$ cat config.mk
export PLATFORM = sky130hd
export DESIGN_NAME = dp_top
export DESIGN_NICKNAME = d
export VERILOG_FILES = /design/src/design/dp_pkg.sv /design/src/design/bus_switch.sv /design/src/design/instr_decode.sv /design/src/design/alu_execute.sv /design/src/design/reg_result.sv /design/src/design/dp_top.sv
export VERILOG_INCLUDE_DIRS = /design/src /design/src/design
export SDC_FILE = /design/constraint.sdc
export NUM_CORES = 1
export LEC_CHECK = 0
export BUFFER_PORTS_ARGS = -buffer_cell sky130_fd_sc_hd__buf_4
export CAP_MARGIN = 20
export CORE_MARGIN = 10
export CORE_UTILIZATION = 35
export CTS_CLUSTER_SIZE = 25
export DETAILED_ROUTE_END_ITERATION = 12
export PLACE_DENSITY = 0.58
export SLEW_MARGIN = 20
export SYNTH_ARGS = -nofsm -noshare
export SYNTH_HDL_FRONTEND = slang
export SYNTH_SLANG_ARGS = --single-unit
$ cat constraint.sdc
create_clock -name clk -period 4.4 [get_ports clk]
set_input_delay 0.44 -clock clk [delete_from_list [all_inputs] [get_ports clk]]
set_output_delay 0.44 -clock clk [all_outputs]
set_load 0.01 [all_outputs]
$ cat src/design/dp_params.svh
`ifndef DP_PARAMS_SVH
`define DP_PARAMS_SVH

// Datapath word width
// Also the default width of every bus switch
`define DATA_WIDTH 8

// Number of general registers
`define NUM_REGS 4

// Instruction field widths
// Opcode on top, then rd and rs indices, then the immediate
`define OP_WIDTH 4
`define IMM_WIDTH 8

// Register index width follows from NUM_REGS
// Instruction is OP_WIDTH + 2 * index + IMM_WIDTH bits
// Four registers give a 16 bit word

`endif

$ cat src/design/dp_pkg.sv
package dp_pkg;
	`include "dp_params.svh"

	// One data word
	typedef logic [`DATA_WIDTH-1:0] data_t;
	// Register index
	typedef logic [$clog2(`NUM_REGS)-1:0] reg_idx_t;
	// Opcode field
	typedef logic [`OP_WIDTH-1:0] opcode_t;

	// Opcodes 8 to 15 behave as NOP
	localparam opcode_t OP_NOP = 4'd0;
	localparam opcode_t OP_LDI = 4'd1;
	localparam opcode_t OP_MOV = 4'd2;
	localparam opcode_t OP_ADD = 4'd3;
	localparam opcode_t OP_SUB = 4'd4;
	localparam opcode_t OP_AND = 4'd5;
	localparam opcode_t OP_OR  = 4'd6;
	localparam opcode_t OP_XOR = 4'd7;

	// 16 bit instruction word, opcode in the top bits
	typedef struct packed {
		opcode_t opcode;
		reg_idx_t rd;
		reg_idx_t rs;
		logic [`IMM_WIDTH-1:0] imm;
	} instr_t;

	// Decode stage register
	typedef struct packed {
		logic valid;
		opcode_t opcode;
		reg_idx_t rd;
		reg_idx_t rs;
		logic [`IMM_WIDTH-1:0] imm;
	} dec_t;

	// Execute and result stage register
	// Also the bypass source
	typedef struct packed {
		logic valid;
		reg_idx_t rd;
		data_t data;
	} wb_t;

	// Register 0 in the lowest bits
	typedef data_t [`NUM_REGS-1:0] regfile_t;
endpackage

$ cat src/design/bus_switch.sv
`include "dp_params.svh"

// N to 1 word switch
// Behaves like a case statement on sel
// Word k sits at data_in[k*DATA_WIDTH +: DATA_WIDTH]
module bus_switch #(
	parameter int DATA_WIDTH = `DATA_WIDTH,
	// Power of two, 2 or more
	parameter int SIZE = 2
) (
	input logic [SIZE*DATA_WIDTH-1:0] data_in,
	input logic [$clog2(SIZE)-1:0] sel,
	output logic [DATA_WIDTH-1:0] data_out
);
	localparam int SEL_WIDTH = $clog2(SIZE);

	generate
		if (SIZE == 2) begin : g_leaf
			// Last level is one two input stage
			bus_switch_2x1 #(.DATA_WIDTH(DATA_WIDTH)) stage0_i (
				.data_in(data_in),
				.sel(sel[SEL_WIDTH-1]),
				.data_out(data_out)
			);
		end else begin : g_split
			localparam int HALF = SIZE / 2;
			logic [DATA_WIDTH-1:0] upper_out;
			logic [DATA_WIDTH-1:0] lower_out;

			// Upper half of the words
			bus_switch #(.DATA_WIDTH(DATA_WIDTH), .SIZE(HALF)) upper_i (
				.data_in(data_in[SIZE*DATA_WIDTH-1:HALF*DATA_WIDTH]),
				.sel(sel[SEL_WIDTH-2:0]),
				.data_out(upper_out)
			);

			// Lower half of the words
			bus_switch #(.DATA_WIDTH(DATA_WIDTH), .SIZE(HALF)) lower_i (
				.data_in(data_in[HALF*DATA_WIDTH-1:0]),
				.sel(sel[SEL_WIDTH-2:0]),
				.data_out(lower_out)
			);

			// Top select bit picks the half
			bus_switch_2x1 #(.DATA_WIDTH(DATA_WIDTH)) stage0_i (
				.data_in({upper_out, lower_out}),
				.sel(sel[SEL_WIDTH-1]),
				.data_out(data_out)
			);
		end
	endgenerate
endmodule

// Two input switch stage
// One AND-OR gate mux per bit
module bus_switch_2x1 #(
	parameter int DATA_WIDTH = `DATA_WIDTH
) (
	input logic [2*DATA_WIDTH-1:0] data_in,
	input logic sel,
	output logic [DATA_WIDTH-1:0] data_out
);
	genvar i;
	generate
		for (i = 0; i < DATA_WIDTH; i++) begin : g_bit
			logic hi_term;
			logic lo_term;

			// sel high passes the upper word
			assign hi_term = data_in[DATA_WIDTH+i] & sel;
			assign lo_term = data_in[i] & ~sel;
			assign data_out[i] = hi_term | lo_term;
		end
	endgenerate
endmodule

$ cat src/design/instr_decode.sv
// Decode stage
// Registers the strobe together with the instruction fields
module instr_decode
	import dp_pkg::*;
(
	input logic clk,
	input logic rst,
	input logic instr_valid,
	input instr_t instr,
	output dec_t dec
);
	logic op_known;

	// Only LDI through XOR write a register
	// NOP and opcodes 8 to 15 drop out here
	always_comb begin
		op_known = 1'b0;
		if (instr.opcode inside {[OP_LDI:OP_XOR]}) begin
			op_known = 1'b1;
		end
	end

	always_ff @(posedge clk) begin
		// Fields follow the strobe
		if (instr_valid) begin
			dec.opcode <= instr.opcode;
			dec.rd <= instr.rd;
			dec.rs <= instr.rs;
			dec.imm <= instr.imm;
		end

		// Valid is the only control bit
		if (rst) begin
			dec.valid <= 1'b0;
		end else begin
			// Later stages never look at the opcode range
			dec.valid <= instr_valid & op_known;
		end
	end
endmodule

$ cat src/design/alu_execute.sv
`include "dp_params.svh"

// Execute stage
// Operand read, forwarding, ALU and result select
module alu_execute
	import dp_pkg::*;
(
	input logic clk,
	input logic rst,
	input dec_t dec,
	input wb_t wb,
	input regfile_t regs,
	output wb_t exe
);
	// One result slot per low opcode value
	localparam int RES_SIZE = 8;

	data_t rd_reg;
	data_t rs_reg;
	data_t rd_val;
	data_t rs_val;
	data_t sum;
	data_t diff;
	data_t res;

	// Register file read ports
	bus_switch #(.DATA_WIDTH($bits(data_t)), .SIZE(`NUM_REGS)) rd_read_i (
		.data_in(regs),
		.sel(dec.rd),
		.data_out(rd_reg)
	);

	bus_switch #(.DATA_WIDTH($bits(data_t)), .SIZE(`NUM_REGS)) rs_read_i (
		.data_in(regs),
		.sel(dec.rs),
		.data_out(rs_reg)
	);

	// Forwarding
	// Newest value wins, so exe comes before wb
	always_comb begin
		rd_val = rd_reg;
		rs_val = rs_reg;
		if (exe.valid && exe.rd == dec.rd) begin
			rd_val = exe.data;
		end else if (wb.valid && wb.rd == dec.rd) begin
			rd_val = wb.data;
		end
		if (exe.valid && exe.rd == dec.rs) begin
			rs_val = exe.data;
		end else if (wb.valid && wb.rd == dec.rs) begin
			rs_val = wb.data;
		end
	end

	// Wraps modulo 256
	assign sum = rd_val + rs_val;
	assign diff = rd_val - rs_val;

	// Result select by low opcode bits
	// Slot 0 is NOP and never reaches exe
	bus_switch #(.DATA_WIDTH($bits(data_t)), .SIZE(RES_SIZE)) res_sel_i (
		.data_in({rd_val ^ rs_val, rd_val | rs_val, rd_val & rs_val,
			diff, sum, rs_val, data_t'(dec.imm), data_t'(0)}),
		.sel(dec.opcode[$clog2(RES_SIZE)-1:0]),
		.data_out(res)
	);

	always_ff @(posedge clk) begin
		if (dec.valid) begin
			exe.rd <= dec.rd;
			exe.data <= res;
		end
		if (rst) begin
			exe.valid <= 1'b0;
		end else begin
			exe.valid <= dec.valid;
		end
	end
endmodule

$ cat src/design/reg_result.sv
// Result stage
// Holds the register file and reports each write
module reg_result
	import dp_pkg::*;
(
	input logic clk,
	input logic rst,
	input wb_t exe,
	output wb_t wb,
	output regfile_t regs,
	output logic result_valid,
	output reg_idx_t result_reg,
	output data_t result_data
);
	// Result register
	// Loads on the same edge as the register write
	always_ff @(posedge clk) begin
		if (exe.valid) begin
			wb.rd <= exe.rd;
			wb.data <= exe.data;
		end
		if (rst) begin
			wb.valid <= 1'b0;
		end else begin
			wb.valid <= exe.valid;
		end
	end

	// Register file write port
	// All registers start at zero
	always_ff @(posedge clk) begin
		if (rst) begin
			regs <= '0;
		end else if (exe.valid) begin
			regs[exe.rd] <= exe.data;
		end
	end

	// One pulse per write
	assign result_valid = wb.valid;
	assign result_reg = wb.rd;
	// Same value just stored in regs
	assign result_data = wb.data;
endmodule

$ cat src/design/dp_top.sv
// Three stage register file datapath
// Decode, execute, result
module dp_top
	import dp_pkg::*;
(
	input logic clk,
	input logic rst,
	input logic instr_valid,
	input instr_t instr,
	output logic result_valid,
	output reg_idx_t result_reg,
	output data_t result_data
);
	dec_t dec;
	wb_t exe;
	wb_t wb;
	regfile_t regs;

	instr_decode decode_i (
		.clk(clk),
		.rst(rst),
		.instr_valid(instr_valid),
		.instr(instr),
		.dec(dec)
	);

	// Reads regs and forwards from exe and wb
	alu_execute execute_i (
		.clk(clk),
		.rst(rst),
		.dec(dec),
		.wb(wb),
		.regs(regs),
		.exe(exe)
	);

	reg_result result_i (
		.clk(clk),
		.rst(rst),
		.exe(exe),
		.wb(wb),
		.regs(regs),
		.result_valid(result_valid),
		.result_reg(result_reg),
		.result_data(result_data)
	);
endmodule

* Yosys cells after proc, flatten, opt, wreduce, memory -nomap -nowiden
Index checks and enable logic that the tools add are counted.
Word-level totals: input port bits 19, memory bits (read-only) 0, latch bits 0, bits in registers 70, bits in writable memories 0, memories kept 0, logic and storage cells 346, output and inout bits 11
Cells by class: shifts and indexed selects 0, multiplexer cells 8, add/subtract/negate cells 2, div/mod/pow operators 0, multipliers 0, bitwise operators 307, reduce and logical (&&, ||, !) cells 6, equality and inequality tests 4, magnitude comparators 4
Operators with widths (count):
- $and A1 B1 Y1 | 201
- $or A1 B1 Y1 | 96
- $mux W8 | 5
- $bwmux W32 | 1
- $demux W8 S2 | 1
- $add A8 B8 Y8 | 1
- $and A8 B8 Y8 | 1
- $eq A2 B2 Y1 | 4
- $or A8 B8 Y8 | 1
- $sub A8 B8 Y8 | 1
- $xor A8 B8 Y8 | 1
- $not A1 Y1 | 7
- $logic_and A1 B1 Y1 | 6
- $ge A4 B1 Y1 const B | 1
- $le A4 B3 Y1 const B | 1
- $lt A2 B3 Y1 const B | 1
- $ge A2 B1 Y1 const B | 1
- $mux W1 | 1

* Longest topological paths before layout
Gate-level depths: netlist of run 1.
word-level depth 14, mapped depth 15, gate-level depth less buffers 14

* By module
A second synthesis of run 1 with hierarchy kept.
Unflattened totals: cell total of the unflattened synthesis 462, area total of the unflattened synthesis 5504.0 um^2
By module, submodules not included:
- reg_result | area each 1710.4 um^2, times used 1, cells an instance 138, seq. area each 960.9 um^2
- bus_switch_2x1 | area each 131.4 um^2, times used 13, cells an instance 9, seq. area each 0.0 um^2
- alu_execute | area each 1565.3 um^2, times used 1, cells an instance 188, seq. area each 320.3 um^2
- instr_decode | area each 520.5 um^2, times used 1, cells an instance 19, seq. area each 500.5 um^2

* Least setup slack after synthesis of run 1
Ideal clock, no wire load.
path kind register -> register, start register decode_i.dec[10] (netlist name), end register execute_i.exe[7] (netlist name), cell stages (with the launch flop) 13, setup slack 979 ps, buffers on the path 2, clock period less this slack 3421 ps, data arrival time 3265 ps, setup time 157 ps, data required time 4243 ps, cells stage by stage edfxtp_1 buf_2 mux4_2 mux2_2 mux2_2 ha_1 buf_6 inv_1 a311oi_2 o41ai_1 nor3b_1 or4b_1 a32oi_1
Between the ends: cells in the longest elaborated chain, start to end 14, elaborated cells on any way between the ends 100, classes of those cells add/sub: 2; eq/ne: 2; mux: 2; bitwise: 92; reduce/logical: 2
Ends and longest elaborated chain:
- $not A1 Y1 | line bus_switch.sv:71 | assign lo_term = data_in[i] & ~sel;
- $and A1 B1 Y1 | line bus_switch.sv:71
- $or A1 B1 Y1 | line bus_switch.sv:72 | assign data_out[i] = hi_term | lo_term;
- $and A1 B1 Y1 (on tied branches) | line bus_switch.sv:70, bus_switch.sv:71
- $or A1 B1 Y1 | line bus_switch.sv:72
- $mux W8 | line alu_execute.sv:46 | end else if (wb.valid && wb.rd == dec.rd) begin
- $mux W8 (*) | line alu_execute.sv:44 | if (exe.valid && exe.rd == dec.rd) begin
- $sub A8 B8 Y8, or another cell as far along | line alu_execute.sv:58 | assign diff = rd_val - rs_val;
- $and A1 B1 Y1 (on tied branches) | line bus_switch.sv:71, bus_switch.sv:70
- $or A1 B1 Y1 | line bus_switch.sv:72
- $and A1 B1 Y1 (on tied branches) | line bus_switch.sv:71, bus_switch.sv:70
- $or A1 B1 Y1 | line bus_switch.sv:72
- $and A1 B1 Y1 (on tied branches) | line bus_switch.sv:70, bus_switch.sv:71
- $or A1 B1 Y1 (*) | line bus_switch.sv:72
- via execute_i.res[7] | line alu_execute.sv:24 | data_t res;
The timed path passes the listed nets; every way through them passes the cells marked *. A chain may end at the register's enable or synchronous reset.

* Worst setup path in the final report of run 1
start register decode_i.dec[10] (netlist name), end register execute_i.exe[7] (netlist name)
Between the ends: cells in the longest elaborated chain, start to end 14, elaborated cells on any way between the ends 100, classes of those cells add/sub: 2; eq/ne: 2; mux: 2; bitwise: 92; reduce/logical: 2
Ends and longest elaborated chain (line):
- $not A1 Y1 | bus_switch.sv:71
- $and A1 B1 Y1 | bus_switch.sv:71
- $or A1 B1 Y1 | bus_switch.sv:72
- $and A1 B1 Y1 (on tied branches) | bus_switch.sv:70, bus_switch.sv:71
- $or A1 B1 Y1 | bus_switch.sv:72
- $mux W8 | alu_execute.sv:46
- $mux W8 (*) | alu_execute.sv:44
- $sub A8 B8 Y8, or another cell as far along | alu_execute.sv:58
- $and A1 B1 Y1 (on tied branches) | bus_switch.sv:71, bus_switch.sv:70
- $or A1 B1 Y1 | bus_switch.sv:72
- $and A1 B1 Y1 (on tied branches) | bus_switch.sv:71, bus_switch.sv:70
- $or A1 B1 Y1 | bus_switch.sv:72
- $and A1 B1 Y1 (on tied branches) | bus_switch.sv:70, bus_switch.sv:71
- $or A1 B1 Y1 (*) | bus_switch.sv:72
- via execute_i.res[7] | alu_execute.sv:24
Marks and branches as above.

==> results of run 1 <==
-- metal layers --
| metal | vias to the layer above | part of all wire [%] | GRT usage (%) |
|---|---|---|---|
| li1 | 1491 | - | - |
| met5 | - | 0 | 0 |
| met1 | 1452 | 48 | 15.9 |
| met3 | 13 | 4.6 | 3.07 |
| met4 | 0 | 1.4 | 3.85 |
| met2 | 80 | 46 | 18.4 |
-- path summary, 6_finish.rpt --
kind / from / to / slack (ns) / cells past startpoint
max reg2reg: decode_i.dec[10] / execute_i.exe[7] / 0.47 / 11
min reg2reg: result_i.regs[27] / result_i.regs[27] / 0.52 / 2
max: decode_i.dec[10] / execute_i.exe[7] / 0.47 / 11
min: instr[15] / decode_i.dec[16] / 0.26 / 2
-- through the flow --
step | setup slack [ns] | hold WS (ns) | area [um2] | util (%)
final | 0.471 | 0.258 | 5010 | 40.0
after global routing | 0.214 | 0.267 | 5010 | 40.0
after detailed placement | 0.520 | 0.506 | 4720 | 37.7
after global placement | 0.563 | 0.496 | 4720 | 37.7
after floorplan | 0.979 | 0.421 | 4430 | -
after CTS | 0.476 | 0.247 | 5010 | 40.0
-- cells in the final DEF (no fill, tap or decap), types with 4 or more instances in the layout --
| master | count |
|---|---|
| clkbuf_16 | 10 |
| mux2_2 | 21 |
| a21oi_1 | 20 |
| mux2i_1 | 45 |
| edfxtp_1 | 35 |
| o211ai_1 | 5 |
| nand2_1 | 13 |
| inv_1 | 26 |
| dfxtp_1 | 35 |
| nand3_1 | 4 |
| mux4_2 | 16 |
| buf_4 | 35 |
| ha_1 | 23 |
| nor2b_1 | 5 |
| nor2_1 | 46 |
| xnor2_1 | 12 |
| o21ai_0 | 12 |
| o21a_1 | 5 |
| a21o_1 | 4 |
-- power by group through the flow --
stage	logic (mW)	registers, mW	clock network [mW]
4_1_cts	0.150	0.741	0.726
2_1_floorplan	0.132	0.731	0
5_1_grt	0.167	0.745	0.751
3_3_place_gp	0.148	0.755	0
3_5_place_dp	0.149	0.755	0
6_report	0.149	0.741	0.712
-- cell families after synthesis --
group,after synthesis
compound gates,68
xor+xnor,14
fa+ha+maj,25
buf+inv,55
flops,70
mux,84
simple gates,85
-- layout make-up --
type                    count  area [um2]
well taps                 172         215
flip-flops and latches     70        1750
clock inverters             6        43.8
fillers                  1226        7510
repair buffers             35         263
clock buffers              10         250
inverters                  27         101
multi-input cells         276        2390
==> reports/qor.yml, run 1 <==
status:
  status: "finished clean"
yosys:
  synth-compound-area-share_pct: 10.2
  synth_edf_count: 35
  synth_warnings: 0
  synthMuxAreaShare_pct: 24.6
  synth.distinct_cells: 55
  synthTopCellsByArea: "edfxtp_1, dfxtp_1, mux2i_1, mux4_2, ha_1"
  synthSimpleGateAreaFrac_pct: 8.96
  yosys.area.top_type: "edfxtp_1"
  ys_seq_area_share_pct: 39.6
  synth_commonest_cells: "nor2_1, mux2i_1, dfxtp_1, edfxtp_1, inv_1"
  netlist_instances: 401
  synth_top_area_share_pct: 23.7
  synthXorXnorAreaFrac_pct: 2.77
  synth.cell_area_um2: 4430
  yosys_most_used_dff: "edfxtp_1"
  synth-async-reset-ratio_pct: 0
  synth_area_per_cell_um2: 11.0
  synth_nets: 445
  synth.most_common_cell: "nor2_1"
  ys_seq_elements: 70
  synthAdderAreaFrac_pct: 7.40
  synth_top_family_by_area: "multiplexers"
cells_and_area:
  largest_register_ffs: 32
  instances_no_fill: 596
  drive_above_1_share_pct: 21.9
  area_growth_pct: 13.2
  reg_top3: "result_i.regs (32), decode_i.dec (16), execute_i.exe (11)"
  antenna_cells: 0
  largest-register: "result_i.regs"
  fin_nets: 463
detailed_routing:
  vias: 3036
  drc: 0
  via_per_inst: 5.09
  drt-initial-drc-count: 287
  drt_wl_total_um: 10200
  routedWlPerCell_um: 17.1
  ant_nets: 0
  dr.pass1.iters: 4
worst_hold_path:
  hold_path_class: "in -> reg"
worst_setup_path:
  worstPathMaxFanout: 8
  critPathLaunchType: "flip-flop"
  worstPathRequired_ns: 4.58
  cp.arrival_ns: 4.11
  crit_chain: "xnor2_1, nand3_1, mux2_2, mux2_2, ha_1, inv_1, a311oi_2, o41ai_1, nor3b_1, or4b_1, a32oi_1"
  crit_type: "reg -> reg"
  slowest_delay_ns: 0.56
  cpMaxStageDelayCell: "edfxtp_1"
  crit_family: "simple AND/OR/NAND/NOR gates"
  endpoint_kind: "flip-flop"
  cpMostUsedCell: "mux2_2"
  critPathBufInv: 1
clock_tree:
  clockBufferDepth: 2
  htreeDepth: 3
  clock-sinks: 70
  clockRootBuffer: "clkbuf_16"
  cts_hold_buf: 0
  ctsResizeCount: 0
  cts_setup_buffers: 0
  clk_pin_slew_ns: 0.06
  worstSkewPairLatency_ns: 0.34
  cts_tree: "done"
  cts_buffers: 9
placed_design:
  dp_hpwl_um: 7410
  gp_congestion: 0.856
  dp.cells: 580
  port_buffers: 29
die:
  pin_count: 30
  die_h_um: 132
  die_area_um2: 17600
  core_area_um2: 12500
  dieWidth_um: 132
  rows: 41
  start_util_pct: 35.4
pwr:
  power_mw: 1.60
  p_sw_share_pct: 25.2
  p_int_mw: 1.20
  seq_power_share_pct: 46.3
  pwr-share-clk_pct: 44.4
  pwr-share-comb_pct: 9.3
  power_leakage_nw: 2.13
  power_density_nw_per_um2: 320
  ir_drop_mv: 0.163
  p_switching_uw: 403
sta:
  final.setup_skew_ns: 0.0117
  finalSetupTns_ns: 0
  period_share_pct: 89.3
  period_minus_slack_ns: 3.93
  maxSlewHeadroom_pct: 42.5
  tightest_slew_ns: 0.862
  max_clock_freq_mhz: 255
  drv_slew: 0
  hold_violations: 0
  rsz0062_at_grt: "false"
  setup_viol: 0
global_route:
  grt_max_degree: 39
  antenna_found_initial: 0
  grt_overflow: 0
  grt_pass1_vias: 3083
  grt_usage_pct: 11.9
  grt_pass1_wl_um: 16900
run:
  drv_cap: 0
Power figures use the tool's default switching activity.
==> run 2: changes to the inputs <==
--- a/config.mk
+++ b/config.mk
@@ -16,4 +16,5 @@
 export SLEW_MARGIN = 20
 export SYNTH_ARGS = -nofsm -noshare
 export SYNTH_HDL_FRONTEND = slang
+export SYNTH_HIERARCHICAL = 1
 export SYNTH_SLANG_ARGS = --single-unit
==> reports/qor.yml, run 2 <==
clock_tree:
  htreeDepth: 3  # unchanged
  clk_pin_slew_ns: 0.06  # about the same
  clock-sinks: 70  # unchanged
  cts_setup_buffers: 0  # unchanged
  cts_tree: "done"
  clockBufferDepth: 2  # unchanged
  ctsResizeCount: 0  # unchanged
  clockRootBuffer: "clkbuf_16"
  worstSkewPairLatency_ns: 0.35  # about the same
  cts_buffers: 9  # unchanged
  cts_hold_buf: 0  # unchanged
detailed_routing:
  drc: 0  # unchanged
  ant_nets: 0  # unchanged
  wl_met3_um: 379  # -19%
  wl_met1_um: 5440  # +11%
  via_per_inst: 4.76  # -6.5%
  dr.pass1.iters: 4  # unchanged
  drt-initial-drc-count: 133  # -54%
  vias: 3337  # +9.9%
  top_layer: "met4"
  routedWlPerCell_um: 16.6  # -3.1%
  wl_met2_um: 5460  # +17%
  drt_wl_total_um: 11600  # +14%
die:
  core_area_um2: 15300  # +22%
  die_h_um: 145  # +9.5%
  die_area_um2: 21000  # +20%
  start_util_pct: 35.9  # +0.50 points
  dieWidth_um: 145  # +9.5%
  pin_count: 30  # unchanged
  rows: 45  # +9.8%
cells_and_area:
  largest-register: "result_i/regs"
  largest_register_ffs: 32  # unchanged
  drive_above_1_share_pct: 35.3  # +13 points
  layout_common_cells: "mux2_4, mux2i_1, nand2b_1"
  layout_commonest_cell: "mux2_4"
  fin_nets: 528  # +14%
  instances_no_fill: 701  # +18%
  n_fill_cell: 1444  # +18%
  antenna_cells: 0  # unchanged
  fin_area_um2: 6080  # +21%
  area_growth_pct: 11.1
  reg_top3: "result_i/regs (32), decode_i/dec (16), execute_i/exe (11)"
worst_hold_path:
  hold_path_class: "in -> reg"
placed_design:
  dp.cells: 685  # +18%
  gp_congestion: 0.820  # -4.2%
  port_buffers: 29  # unchanged
  post_dp_cell_area_um2: 5800  # +23%
  dp_hpwl_um: 8530  # +15%
worst_setup_path:
  cp-startpoint: "decode_i/dec[8]"
  cp.arrival_ns: 4.25  # +0.14 ns
  rr_worst_depth: 17  # +6
  crit_type: "reg -> reg"
  worstPathRequired_ns: 4.49  # -0.09 ns
  reg2reg_to: "execute_i/exe[6]"
  rrSetupSlack_ns: 0.24  # -0.23 ns
  endpoint_kind: "flip-flop"
  worstPathMaxFanout: 17  # +9
  critPathLaunchType: "flip-flop"
  regToRegStartpoint: "decode_i/dec[8]"
  crit_end: "execute_i/exe[6]"
sta:
  period_share_pct: 94.6  # +5.3 points
  drv_slew: 0  # unchanged
  setup_viol: 0  # unchanged
  period_minus_slack_ns: 4.16  # +0.234 ns
  final.setup_skew_ns: 0.00852  # -0.00315 ns
  rsz0062_at_grt: "false"
  tightest_slew_ns: 0.991  # +0.128 ns
  finalSetupTns_ns: 0  # unchanged
  hold_violations: 0  # unchanged
  maxSlewHeadroom_pct: 34.0  # -8.5 points
  max_clock_freq_mhz: 240  # -5.6%
run:
  drv_cap: 0  # unchanged
pwr:
  ir_drop_mv: 0.255  # +57%
  power_density_nw_per_um2: 272  # -15%
  power_leakage_nw: 2.86  # +35%
  power_mw: 1.65  # +3.1%
yosys:
  synth.cell_area_um2: 5470  # +24%
  synth_area_per_cell_um2: 11.9  # +7.5%
  netlist_instances: 461  # +15%
  synth_warnings: 6  # +6
global_route:
  grt_usage_pct: 11.1  # -0.82 points
  grt_pass1_vias: 3547  # +15%
  antenna_found_initial: 0  # unchanged
  grt_overflow: 0  # unchanged
  grt_pass1_wl_um: 18700  # +11%
  grt_max_degree: 44  # +13%
status:
  status: "finished clean"
-- run 2: how the worst min path moves through the flow --
| stage | cells after the start | slack (ns) | end | start |
|---|---|---|---|---|
| 2_1_floorplan | 0 | 0.46 | result_i/result_data[3] | execute_i/exe[3] |
| 3_3_place_gp | 2 | 0.47 | result_i/regs[1] | result_i/regs[1] |
| 3_5_place_dp | 2 | 0.49 | result_i/regs[12] | result_i/regs[12] |
| 4_1_cts | 2 | 0.24 | decode_i/dec[16] | instr[15] |
| 5_1_grt | 2 | 0.25 | decode_i/dec[16] | instr[15] |
| 6_report | 2 | 0.26 | decode_i/dec[16] | instr[15] |
-- run 2: metrics by stage --
| step | worst slack [ns] | hold WS [ns] | util [%] |
|---|---|---|---|
| floorplan | 0.530 | 0.460 | - |
| finish | 0.237 | 0.257 | 39.8 |
| global placement | 0.292 | 0.474 | 38.0 |
| global route | 0.0773 | 0.250 | 39.8 |
| detailed placement | 0.177 | 0.485 | 38.0 |
| CTS | 0.135 | 0.242 | 39.8 |
-- run 2: worst max-delay path, cell delays in order, from the launching register on --
cell and delay (ns):
edfxtp_1 0.36, buf_4 0.35, mux2_4 0.33, mux2_4 0.26, mux2i_1 0.15, a21oi_1 0.15
ha_1 0.32, inv_1 0.04, ha_1 0.19, nor2_1 0.21, o21bai_1 0.11, a21o_1 0.21
a21oi_1 0.20, o21bai_1 0.10, xnor2_1 0.14, mux2_4 0.27, mux2_4 0.26, mux2_4 0.25
-- run 2: routing by layer --
metal  global-route usage [%]  up-vias
li1                         -     1655
met1                     13.8     1609
met2                     17.8       54
met3                     2.27       19
met4                     6.02        0
met5                        0        -
-- run 2: report_power, final --
part	total, mW	switching, mW	internal [mW]	leakage [nW]
Combinational	0.253	0.108	0.145	2.12
Clock	0.668	0.288	0.379	0.130
Sequential	0.732	0.0246	0.707	0.613
Total	1.65	0.421	1.23	2.86
-- run 2: final cells by class --
cell class | instances | area, um2 | area share, %
Inverter | 34 | 128 | 2.10
Clock buffer | 10 | 229 | 3.77
Tap cell | 211 | 264 | 4.34
Clock inverter | 6 | 38.8 | 0.638
Timing Repair Buffer | 39 | 305 | 5.02
Sequential cell | 70 | 1750 | 28.8
Multi-Input combinational cell | 331 | 3360 | 55.3
